### src/z80_bus_pkg.sv
/* I/O request and port decode types shared by every peer of the port block.
   Only the low address byte selects a port; the high byte is a qualifier. */
`default_nettype none

package z80_bus_pkg;

	// one I/O cycle as the peers see it
	typedef struct packed {
		logic [7:0] loa;  // a[7:0]
		logic [7:0] hoa;  // a[15:8]
		logic [7:0] data; // z80 write data
		logic       rd;   // one-clock read pulse
		logic       wr;   // one-clock write pulse
	} io_req_t;

	typedef struct packed {
		logic fe;
		logic xt;       // xxAF extended registers
		logic fd7ffd;   // any xxFD, a15 checked by the pager
		logic f7eff7;   // xxF7 with the dos-dependent a8
		logic ide_even; // every IDE port routed to the device
		logic ide_10;
		logic ide_11;   // high byte latch, never reaches the device
		logic ide_c8;   // cs1 register
		logic sd_cfg;
		logic sd_dat;
	} port_hit_t;

	localparam logic [7:0] PORT_FE = 8'hFE;
	localparam logic [7:0] PORT_XT = 8'hAF;
	localparam logic [7:0] PORT_FD = 8'hFD;
	localparam logic [7:0] PORT_F7 = 8'hF7;

	localparam logic [7:0] IDE_10 = 8'h10;
	localparam logic [7:0] IDE_11 = 8'h11;
	localparam logic [7:0] IDE_30 = 8'h30;
	localparam logic [7:0] IDE_50 = 8'h50;
	localparam logic [7:0] IDE_70 = 8'h70;
	localparam logic [7:0] IDE_90 = 8'h90;
	localparam logic [7:0] IDE_B0 = 8'hB0;
	localparam logic [7:0] IDE_D0 = 8'hD0;
	localparam logic [7:0] IDE_F0 = 8'hF0;
	localparam logic [7:0] IDE_C8 = 8'hC8;

	localparam logic [7:0] SD_CFG = 8'h77;
	localparam logic [7:0] SD_DAT = 8'h57;

endpackage

`default_nettype wire

### src/xt_regs_pkg.sv
/* xxAF register map and reset state of the configuration block.
   Indices are the high address byte of the xxAF cycle. */
`default_nettype none

package xt_regs_pkg;

	localparam logic [7:0] XR_VCONF   = 8'h00;
	localparam logic [7:0] XR_VPAGE   = 8'h01;
	localparam logic [7:0] XR_TSCONF  = 8'h06;
	localparam logic [7:0] XR_PALSEL  = 8'h07;
	localparam logic [7:0] XR_BORDER  = 8'h0F;
	localparam logic [7:0] XR_RAMPAGE = 8'h10; // first of the page windows, 10..13
	localparam logic [7:0] XR_FMADDR  = 8'h15;
	localparam logic [7:0] XR_SYSCONF = 8'h20;
	localparam logic [7:0] XR_MEMCONF = 8'h21;
	localparam logic [7:0] XR_IM2VECT = 8'h25;
	localparam logic [7:0] XR_FDDVIRT = 8'h29;

	localparam logic [7:0] SYSCONF_RST = 8'h01; // 7 MHz turbo
	localparam logic [7:0] MEMCONF_RST = 8'h04; // no map
	localparam logic [7:0] IM2VECT_RST = 8'hFF;

	// page 0 in the low byte: 00, 05, 02, 00
	localparam logic [31:0] RAMPAGE_RST = 32'h00_02_05_00;

	// write strobes for the video block, one clock each
	typedef struct packed {
		logic zborder; // FE write
		logic border;
		logic zvpage;  // accepted 7FFD write
		logic vpage;
		logic vconf;
		logic palsel;
		logic tsconf;
	} video_wr_t;

endpackage

`default_nettype wire

### src/io_cycle_decode.sv
/* Strobes come one clock after the first edge that sees iord or iowr high.
   Hits are pure decode of the live address and dos, valid outside I/O cycles too. */
`timescale 1ns/1ns
`default_nettype none

module io_cycle_decode (
	input  wire                    zclk,
	input  wire                    rst_n,
	input  wire [15:0]             a,
	input  wire [7:0]              din,
	input  wire                    iord,
	input  wire                    iowr,
	input  wire                    dos,
	output z80_bus_pkg::io_req_t   req,
	output z80_bus_pkg::port_hit_t hit,
	output logic                   porthit,
	output logic                   dataout
);
	import z80_bus_pkg::*;

	logic       iord_reg;
	logic       iowr_reg;
	logic       port_rd;
	logic       port_wr;
	logic [7:0] loa;
	logic [7:0] hoa;

	assign loa = a[7:0];
	assign hoa = a[15:8];

	always_ff @(posedge zclk)
	begin
		if (!rst_n)
		begin
			iord_reg <= 1'b0;
			iowr_reg <= 1'b0;
			port_rd  <= 1'b0;
			port_wr  <= 1'b0;
		end
		else
		begin
			iord_reg <= iord;
			iowr_reg <= iowr;
			port_rd  <= iord && !iord_reg; // rising edge of the level
			port_wr  <= iowr && !iowr_reg;
		end
	end

	always_comb
	begin
		req.loa  = loa;
		req.hoa  = hoa;
		req.data = din;
		req.rd   = port_rd;
		req.wr   = port_wr;
	end

	always_comb
	begin
		hit.fe       = (loa == PORT_FE);
		hit.xt       = (loa == PORT_XT);
		hit.fd7ffd   = (loa == PORT_FD);
		hit.f7eff7   = (loa == PORT_F7) && (hoa[0] ^ dos); // a8=1 normally, a8=0 in dos
		hit.ide_even = loa inside {IDE_10, IDE_30, IDE_50, IDE_70, IDE_90,
			IDE_B0, IDE_D0, IDE_F0, IDE_C8};
		hit.ide_10   = (loa == IDE_10);
		hit.ide_11   = (loa == IDE_11);
		hit.ide_c8   = (loa == IDE_C8);
		// in dos 77 belongs to other hardware, so config moves to 57 with a15 set
		hit.sd_cfg   = ((loa == SD_CFG) && !dos) || ((loa == SD_DAT) && dos && hoa[7]);
		hit.sd_dat   = (loa == SD_DAT);
	end

	assign porthit = |hit;
	assign dataout = porthit && iord; // drive the z80 bus only on our own reads

endmodule

`default_nettype wire

### src/xt_config_regs.sv
/* NUM_PAGES must be at least 4: 7FFD loads page 3 and xxAF reads page 2 and 3 back.
   Only the pages at 12 and 13 read back, every other xxAF index reads FF. */
`timescale 1ns/1ns
`default_nettype none

module xt_config_regs #(
	parameter int NUM_PAGES = 4
) (
	input  wire                      zclk,
	input  wire                      rst_n,
	input  wire z80_bus_pkg::io_req_t   req,
	input  wire z80_bus_pkg::port_hit_t hit,
	output logic [NUM_PAGES*8-1:0]   xt_page,
	output logic [4:0]               fmaddr,
	output logic [7:0]               sysconf,
	output logic [7:0]               memconf,
	output logic [7:0]               im2vect,
	output logic [3:0]               fddvirt,
	output logic [7:0]               peff7,
	output logic                     p7ffd_1m_on,
	output logic                     p7ffd_ram0_0,
	output logic                     romrw_en,
	output xt_regs_pkg::video_wr_t   vid_wr,
	output logic [7:0]               rd_data
);
	import xt_regs_pkg::*;

	localparam int PW = (NUM_PAGES > 1) ? $clog2(NUM_PAGES) : 1;

	logic [7:0] rampage [NUM_PAGES];
	logic [7:0] p7ffd;
	logic [7:0] peff7_int;
	logic       fmaddr_hi;
	logic [3:0] fmaddr_lo;
	logic [7:0] page_idx;
	logic       page_sel;
	logic       xt_wr;
	logic       p7ffd_wr;
	logic       peff7_wr;
	logic       lock128;

	assign xt_wr    = hit.xt && req.wr;
	assign p7ffd_wr = hit.fd7ffd && req.wr && !req.hoa[7] && !p7ffd[5]; // bit 5 locks 7FFD
	// the F7 hit already encodes dos in a8, so a8=1 here means outside dos
	assign peff7_wr = hit.f7eff7 && req.wr && req.hoa[0] && !req.hoa[4];
	assign lock128  = (memconf[7:6] == 2'b01);
	assign page_idx = req.hoa - XR_RAMPAGE; // wraps high below 10
	assign page_sel = (page_idx < 8'(NUM_PAGES));

	always_ff @(posedge zclk)
	begin
		if (!rst_n)
		begin
			fmaddr_hi <= 1'b0;
			sysconf   <= SYSCONF_RST;
			memconf   <= MEMCONF_RST;
			im2vect   <= IM2VECT_RST;
			fddvirt   <= 4'h0;
			for (int i = 0; i < NUM_PAGES; i++)
				rampage[i] <= (i < 4) ? RAMPAGE_RST[(i % 4) * 8 +: 8] : 8'h00;
		end
		else if (p7ffd_wr)
		begin
			memconf[0] <= req.data[4]; // rom select follows 7FFD
			rampage[3] <= {3'b000, lock128 ? 2'b00 : req.data[7:6], req.data[2:0]};
		end
		else if (xt_wr)
		begin
			if (page_sel)
				rampage[page_idx[PW-1:0]] <= req.data;
			if (req.hoa == XR_FMADDR)
				fmaddr_hi <= req.data[4]; // enable bit
			if (req.hoa == XR_SYSCONF)
				sysconf <= req.data;
			if (req.hoa == XR_MEMCONF)
				memconf <= req.data;
			if (req.hoa == XR_IM2VECT)
				im2vect <= req.data;
			if (req.hoa == XR_FDDVIRT)
				fddvirt <= req.data[3:0];
		end
	end

	always_ff @(posedge zclk)
	begin
		if (xt_wr && (req.hoa == XR_FMADDR))
			fmaddr_lo <= req.data[3:0];
	end

	always_ff @(posedge zclk)
	begin
		if (!rst_n)
		begin
			p7ffd     <= 8'h00;
			peff7_int <= 8'h00;
		end
		else
		begin
			if (p7ffd_wr)
				p7ffd <= req.data;
			if (peff7_wr)
				peff7_int <= req.data; // 0 p16c, 2 block1m, 3 ram0, 4 turbo off
		end
	end

	assign fmaddr       = {fmaddr_hi, fmaddr_lo};
	assign peff7        = peff7_int[2] ? (peff7_int & 8'hB1) : peff7_int;
	assign p7ffd_1m_on  = !peff7_int[2];
	assign p7ffd_ram0_0 = peff7_int[3];
	assign romrw_en     = memconf[1];

	always_comb
	begin
		for (int i = 0; i < NUM_PAGES; i++)
			xt_page[i*8 +: 8] = rampage[i];
	end

	always_comb
	begin
		vid_wr.zborder = hit.fe && req.wr;
		vid_wr.border  = xt_wr && (req.hoa == XR_BORDER);
		vid_wr.zvpage  = p7ffd_wr; // screen bit rides on 7FFD
		vid_wr.vpage   = xt_wr && (req.hoa == XR_VPAGE);
		vid_wr.vconf   = xt_wr && (req.hoa == XR_VCONF);
		vid_wr.palsel  = xt_wr && (req.hoa == XR_PALSEL);
		vid_wr.tsconf  = xt_wr && (req.hoa == XR_TSCONF);
	end

	always_comb
	begin
		case (req.hoa)
			XR_RAMPAGE + 8'd2: rd_data = rampage[2];
			XR_RAMPAGE + 8'd3: rd_data = rampage[3];
			default:           rd_data = 8'hFF;
		endcase
	end

endmodule

`default_nettype wire

### src/ide_bridge.sv
/* Normal order is 11 then 10 for writes and 10 then 11 for reads; nemo-divide uses 10 twice.
   Port 11 never reaches the device. The Z80 must leave an idle clock between cycles. */
`timescale 1ns/1ns
`default_nettype none

module ide_bridge (
	input  wire                         zclk,
	input  wire                         rst_n,
	input  wire z80_bus_pkg::io_req_t   req,
	input  wire z80_bus_pkg::port_hit_t hit,
	input  wire                         iord,
	input  wire                         iowr,
	input  wire [15:0]                  idein,
	output logic [15:0]                 ideout,
	output logic                        idedataout,
	output logic [2:0]                  ide_a,
	output logic                        ide_cs0_n,
	output logic                        ide_cs1_n,
	output logic                        ide_rd_n,
	output logic                        ide_wr_n,
	output logic [7:0]                  rd_data
);
	logic        ide_any;
	logic        ide_rw;
	logic        ide_rd_trig;  // low byte already read, next 10 read gives the high byte
	logic        ide_wrlo_trig; // low byte held from a divide write
	logic        ide_wrhi_trig; // high byte held from an 11 write
	logic        ide_rd_latch;
	logic        ide_wrlo_latch;
	logic        ide_wrhi_latch;
	logic [15:0] idewrreg;
	logic [7:0]  idehiin;

	assign ide_any = hit.ide_even || hit.ide_11;
	assign ide_rw  = ide_any && (req.rd || req.wr);

	always_ff @(posedge zclk)
	begin
		if (!rst_n)
		begin
			ide_rd_trig   <= 1'b0;
			ide_wrlo_trig <= 1'b0;
			ide_wrhi_trig <= 1'b0;
		end
		else
		begin
			if (hit.ide_10 && req.rd && !ide_rd_trig)
				ide_rd_trig <= 1'b1;
			else if (ide_rw)
				ide_rd_trig <= 1'b0; // any other IDE access ends the pair

			if (ide_rw)
			begin
				ide_wrhi_trig <= hit.ide_11 && req.wr;
				ide_wrlo_trig <= hit.ide_10 && req.wr && !ide_wrhi_trig && !ide_wrlo_trig;
			end
		end
	end

	// triggers change inside a cycle, the latches keep the value seen at its start
	always_ff @(posedge zclk)
	begin
		if (!rst_n)
		begin
			ide_rd_latch   <= 1'b0;
			ide_wrlo_latch <= 1'b0;
			ide_wrhi_latch <= 1'b0;
		end
		else
		begin
			if (!iord)
				ide_rd_latch <= ide_rd_trig;
			if (!iowr)
			begin
				ide_wrlo_latch <= ide_wrlo_trig;
				ide_wrhi_latch <= ide_wrhi_trig;
			end
		end
	end

	always_ff @(posedge zclk)
	begin
		if (req.wr && hit.ide_11)
			idewrreg[15:8] <= req.data;
		if (req.wr && hit.ide_10 && !ide_wrlo_trig)
			idewrreg[7:0] <= req.data;
		if (req.rd && hit.ide_10 && !ide_rd_trig)
			idehiin <= idein[15:8]; // keep the high half for the second read
	end

	assign ide_a     = req.loa[7:5];
	assign ide_cs0_n = !hit.ide_even || hit.ide_c8;
	assign ide_cs1_n = !hit.ide_even || !hit.ide_c8;

	// second divide read of 10 comes from idehiin, no device cycle
	assign ide_rd_n = !iord || !hit.ide_even || (ide_rd_latch && hit.ide_10);
	// the first byte written to 10 only fills the holding register
	assign ide_wr_n = !iowr || !hit.ide_even ||
		(hit.ide_10 && !ide_wrlo_latch && !ide_wrhi_latch);
	assign idedataout = !ide_wr_n;

	assign ideout[15:8] = ide_wrhi_latch ? idewrreg[15:8] : req.data;
	assign ideout[7:0]  = ide_wrlo_latch ? idewrreg[7:0] : req.data;

	always_comb
	begin
		if (hit.ide_11 || (ide_rd_latch && hit.ide_10))
			rd_data = idehiin;
		else
			rd_data = idein[7:0];
	end

endmodule

`default_nettype wire

### src/sd_port.sv
/* Card is always reported present and writable. sd_datain is valid only
   in the clock of the write pulse, which is when the SPI master takes it. */
`timescale 1ns/1ns
`default_nettype none

module sd_port (
	input  wire                         zclk,
	input  wire                         rst_n,
	input  wire z80_bus_pkg::io_req_t   req,
	input  wire z80_bus_pkg::port_hit_t hit,
	output logic                        sdcs_n,
	output logic                        sd_start,
	output logic [7:0]                  sd_datain,
	output logic [7:0]                  rd_data
);
	logic cfg_wr;
	logic dat_wr;
	logic dat_rd;

	assign cfg_wr = hit.sd_cfg && req.wr;
	assign dat_wr = hit.sd_dat && !hit.sd_cfg && req.wr; // 57 with a15 in dos is config
	assign dat_rd = hit.sd_dat && req.rd;

	always_ff @(posedge zclk)
	begin
		if (!rst_n)
			sdcs_n <= 1'b1; // card deselected
		else if (cfg_wr)
			sdcs_n <= req.data[1];
	end

	assign sd_start  = dat_wr || dat_rd;
	assign sd_datain = req.wr ? req.data : 8'hFF; // FF clocks in the read byte
	assign rd_data   = 8'h00; // config readback

endmodule

`default_nettype wire

### src/port_read_mux.sv
/* Read data for the Z80 bus; hits are exclusive except SD at 57 in dos,
   where data wins. Unhandled ports read FF. */
`timescale 1ns/1ns
`default_nettype none

module port_read_mux (
	input  wire z80_bus_pkg::port_hit_t hit,
	input  wire [4:0]                   keys_in,
	input  wire                         tape_read,
	input  wire [7:0]                   sd_dataout,
	input  wire [7:0]                   xt_rd,
	input  wire [7:0]                   ide_rd,
	input  wire [7:0]                   sd_rd,
	output logic [7:0]                  dout
);
	always_comb
	begin
		if (hit.fe)
			dout = {1'b1, tape_read, 1'b0, keys_in};
		else if (hit.xt)
			dout = xt_rd;
		else if (hit.ide_even || hit.ide_11)
			dout = ide_rd;
		else if (hit.sd_dat)
			dout = sd_dataout; // byte from the last SPI exchange
		else if (hit.sd_cfg)
			dout = sd_rd;
		else
			dout = 8'hFF;
	end

endmodule

`default_nettype wire

### src/zports_top.sv
/* iord and iowr are levels held for the whole cycle, at least 3 clocks,
   with an idle clock between cycles. Everything runs on zclk. */
`timescale 1ns/1ns
`default_nettype none

module zports_top #(
	parameter int NUM_PAGES = 4
) (
	input  wire                    zclk,
	input  wire                    rst_n,
	input  wire [15:0]             a,
	input  wire [7:0]              din,
	input  wire                    iord,
	input  wire                    iowr,
	input  wire                    dos,
	input  wire [4:0]              keys_in,
	input  wire                    tape_read,
	input  wire [15:0]             idein,
	input  wire [7:0]              sd_dataout,
	output logic [7:0]             dout,
	output logic                   dataout,
	output logic                   porthit,
	output logic [15:0]            ideout,
	output logic                   idedataout,
	output logic [2:0]             ide_a,
	output logic                   ide_cs0_n,
	output logic                   ide_cs1_n,
	output logic                   ide_rd_n,
	output logic                   ide_wr_n,
	output logic [NUM_PAGES*8-1:0] xt_page,
	output logic [4:0]             fmaddr,
	output logic [7:0]             sysconf,
	output logic [7:0]             memconf,
	output logic [7:0]             im2vect,
	output logic [3:0]             fddvirt,
	output logic [7:0]             peff7,
	output logic                   p7ffd_1m_on,
	output logic                   p7ffd_ram0_0,
	output logic                   romrw_en,
	output xt_regs_pkg::video_wr_t vid_wr,
	output logic                   sdcs_n,
	output logic                   sd_start,
	output logic [7:0]             sd_datain
);
	import z80_bus_pkg::*;

	io_req_t    req;
	port_hit_t  hit;
	logic [7:0] xt_rd;
	logic [7:0] ide_rd;
	logic [7:0] sd_rd;

	io_cycle_decode decode_i (
		.zclk(zclk), .rst_n(rst_n), .a(a), .din(din), .iord(iord), .iowr(iowr), .dos(dos),
		.req(req), .hit(hit), .porthit(porthit), .dataout(dataout)
	);

	xt_config_regs #(.NUM_PAGES(NUM_PAGES)) xt_regs_i (
		.zclk(zclk), .rst_n(rst_n), .req(req), .hit(hit),
		.xt_page(xt_page), .fmaddr(fmaddr), .sysconf(sysconf), .memconf(memconf),
		.im2vect(im2vect), .fddvirt(fddvirt), .peff7(peff7), .p7ffd_1m_on(p7ffd_1m_on),
		.p7ffd_ram0_0(p7ffd_ram0_0), .romrw_en(romrw_en), .vid_wr(vid_wr), .rd_data(xt_rd)
	);

	ide_bridge ide_i (
		.zclk(zclk), .rst_n(rst_n), .req(req), .hit(hit), .iord(iord), .iowr(iowr),
		.idein(idein), .ideout(ideout), .idedataout(idedataout), .ide_a(ide_a),
		.ide_cs0_n(ide_cs0_n), .ide_cs1_n(ide_cs1_n), .ide_rd_n(ide_rd_n),
		.ide_wr_n(ide_wr_n), .rd_data(ide_rd)
	);

	sd_port sd_i (
		.zclk(zclk), .rst_n(rst_n), .req(req), .hit(hit), .sdcs_n(sdcs_n),
		.sd_start(sd_start), .sd_datain(sd_datain), .rd_data(sd_rd)
	);

	port_read_mux rd_mux_i (
		.hit(hit), .keys_in(keys_in), .tape_read(tape_read), .sd_dataout(sd_dataout),
		.xt_rd(xt_rd), .ide_rd(ide_rd), .sd_rd(sd_rd), .dout(dout)
	);

endmodule

`default_nettype wire

### config.mk
export PLATFORM = sky130hd
export DESIGN_NAME = zports_top
export DESIGN_NICKNAME = d
export VERILOG_FILES = /design/src/z80_bus_pkg.sv /design/src/xt_regs_pkg.sv /design/src/io_cycle_decode.sv /design/src/xt_config_regs.sv /design/src/ide_bridge.sv /design/src/sd_port.sv /design/src/port_read_mux.sv /design/src/zports_top.sv
export SDC_FILE = /design/constraint.sdc
export NUM_CORES = 1
export LEC_CHECK = 0
export BUFFER_PORTS_ARGS = -buffer_cell sky130_fd_sc_hd__buf_2
export CORE_AREA = 2 2 110 112
export DETAILED_ROUTE_END_ITERATION = 8
export DIE_AREA = 0 0 112 114
export PLACE_DENSITY_LB_ADDON = 0.1
export SETUP_SLACK_MARGIN = 0.1
export SYNTH_ARGS = -nofsm -noshare
export SYNTH_HDL_FRONTEND = slang
export SYNTH_HIERARCHICAL = 1
export SYNTH_SLANG_ARGS = --single-unit
export TNS_END_PERCENT = 20
### constraint.sdc
create_clock -name zclk -period 7.8 [get_ports zclk]
set_input_delay 0.39 -clock zclk [delete_from_list [all_inputs] [get_ports zclk]]
set_output_delay 0.39 -clock zclk [all_outputs]
set_load 0.005 [all_outputs]
==> summary.txt <==
run status -> complete, no violations
non-filler cells, final -> 824
cells after synthesis -> 530
first-pass GRT wire length -> 23380 µm
RSZ-0062 raised after global routing -> false
share of cells above drive strength 1 -> 0.3654
Cell Rows -> 40
Die ar. -> 12770 µm²
CTS Root Cell -> clkbuf_16
Clock power frac -> 0.374
R2R depth -> 4
post-CTS setup buffers -> 0
Die W -> 112 µm
clk sinks -> 109
placed cells -> 807
WL final -> 15120 µm
P&R area growth vs syn -> 18.48%
synth warn -> 6
fin crit period -> 3.103 ns
vias per cell -> 5.502
Worst setup EP type -> primary output
count of antenna-violating nets left after detailed routing -> 0
TritonCTS clock tree -> built
Biggest register -> xt_regs_i/rampage
Sw Ratio -> 0.2312
commonest cells after routing, fill and taps aside -> buf_2 (184), nand2_1 (63), edfxtp_1 (60)
Worst Tran Pin Value -> 1.068 ns
Fin Setup TNS -> 0 ns
clock latency on the worst-skew pair -> 0.34 ns
Max IR drop VDD -> 0.08871 mV
topmost layer with routed signal wires -> met5
FMAX -> 0.3223 GHz
Total Routing Usage GR -> 0.2344
cell internal pwr -> 0.8693 mW
DR DRC count -> 0
register share of total power -> 0.545
Die Ht -> 114 µm
largest registers -> xt_regs_i/rampage: 32 flops, ide_i/idewrreg: 16 flops
H-tree depth -> 3
CTS max path bufs -> 2
commonest non-fill, non-tap cell in the layout -> buf_2
wire per inst -> 18.34 µm
period utilization -> 0.3978
final setup margin -> 4.697 ns
vias in the first global route -> 4356
CTS Buf Count -> 9
met3 wire len -> 1137 µm
PD cells -> 171.7 nW/µm²
Rel. slew slack -> 0.2802
Boundary Pins -> 186
Hold Fails Final Rpt -> 0
max cap viols -> 0
Initial Util -> 0.4747
Post-Route M1 WL -> 6211 µm
largest net degree at the start of global routing -> 72
met2 WL post-DR -> 7569 µm
max reg flops -> 32
HPWL after DPL -> 11110 µm
Leak -> 2.669 nW
Syn Area/Cell -> 10.49 µm²
final setup vio count -> 0
crit path DAT -> 2.71 ns
Layout Skew -> 0.008935 ns
Final Net Count -> 730
Port Buffers -> 184
Worst-path clk slew -> 0.07 ns
Fill cells -> 1082
DP Worst Slack -> 4.710 ns
overflow left after global routing -> 0
Comb pwr share -> 0.081
mapped cell area -> 5559 µm²
WS Path Type -> primary input to primary output
initial antenna violation count -> 2
routed via count -> 4534
Worst Hold Class -> primary input to flip-flop
CTS resizes -> 0
Hold Crit Depth -> 1
startpoint types -> primary input
Sw Pwr -> 0.2614 mW
GP Congestion -> 0.9884
final-report max-slew violation count -> 0
hold_buf cts -> 0
Iter 0 DRT Violations -> 381
Worst Path Max Fanout -> 14
Critical Path RT -> 7.41 ns
drt pass-1 iters -> 6
core box area -> 11710 µm²
power by group through the flow:
stage          clock (mW)  combinational [mW]  sequential [mW]
5_1_grt             0.456              0.0999            0.617
2_1_floorplan           0              0.0569            0.627
3_3_place_gp            0              0.0895            0.629
6_report            0.423              0.0911            0.616
3_5_place_dp            0              0.0915            0.629
4_1_cts             0.433              0.0918            0.616
critical path, stage by stage:
cell	delay (ns)
buf_2	0.15
or4b_4	0.54
or4_4	0.62
o22a_1	0.25
or3b_1	0.37
o21ai_0	0.13
a31oi_1	0.10
buf_2	0.16
per-layer routing:
metal  GRT usage  vias to the layer above
met3     0.05260                       17
met2      0.4105                      205
met1      0.2913                     2163
met5           0                        -
li1            -                     2147
met4     0.07154                        2
path summary, 6_finish.rpt:
kind                     startpoint                 endpoint  slack, ns
setup / recovery              a[15]                  dout[6]       4.70
hold / removal            idein[13]         ide_i/idehiin[5]       0.23
setup reg to reg   decode_i/port_wr  xt_regs_i/rampage[1][4]       5.03
hold reg to reg   decode_i/iord_reg         decode_i/port_rd       0.39
stage by stage:
stage                     hold slack (ns)  power [mW]  cell area [µm²]  utilization
after floorplan                    0.3674      0.6842             5585            -
after global placement             0.3724      0.7186             6307       0.5386
after detailed placement           0.3782      0.7208             6307       0.5386
after CTS                          0.2183       1.141             6584       0.5622
after global routing               0.2242       1.172             6584       0.5622
final                              0.2333       1.131             6586       0.5624
cell type report:
class / count / area (µm²) / share of cell area
Sequential cell: 109 / 2783 / 0.4225
Multi-Input combinational cell: 348 / 2333 / 0.3543
Timing Repair Buffer: 188 / 950.9 / 0.1444
Clock buffer: 11 / 232.7 / 0.03533
Tap cell: 147 / 183.9 / 0.02793
Inverter: 15 / 56.30 / 0.008549
Clock inverter: 5 / 43.79 / 0.006649
Antenna cell: 1 / 2.502 / 0.0003799
(Power assumes the default switching activity.)
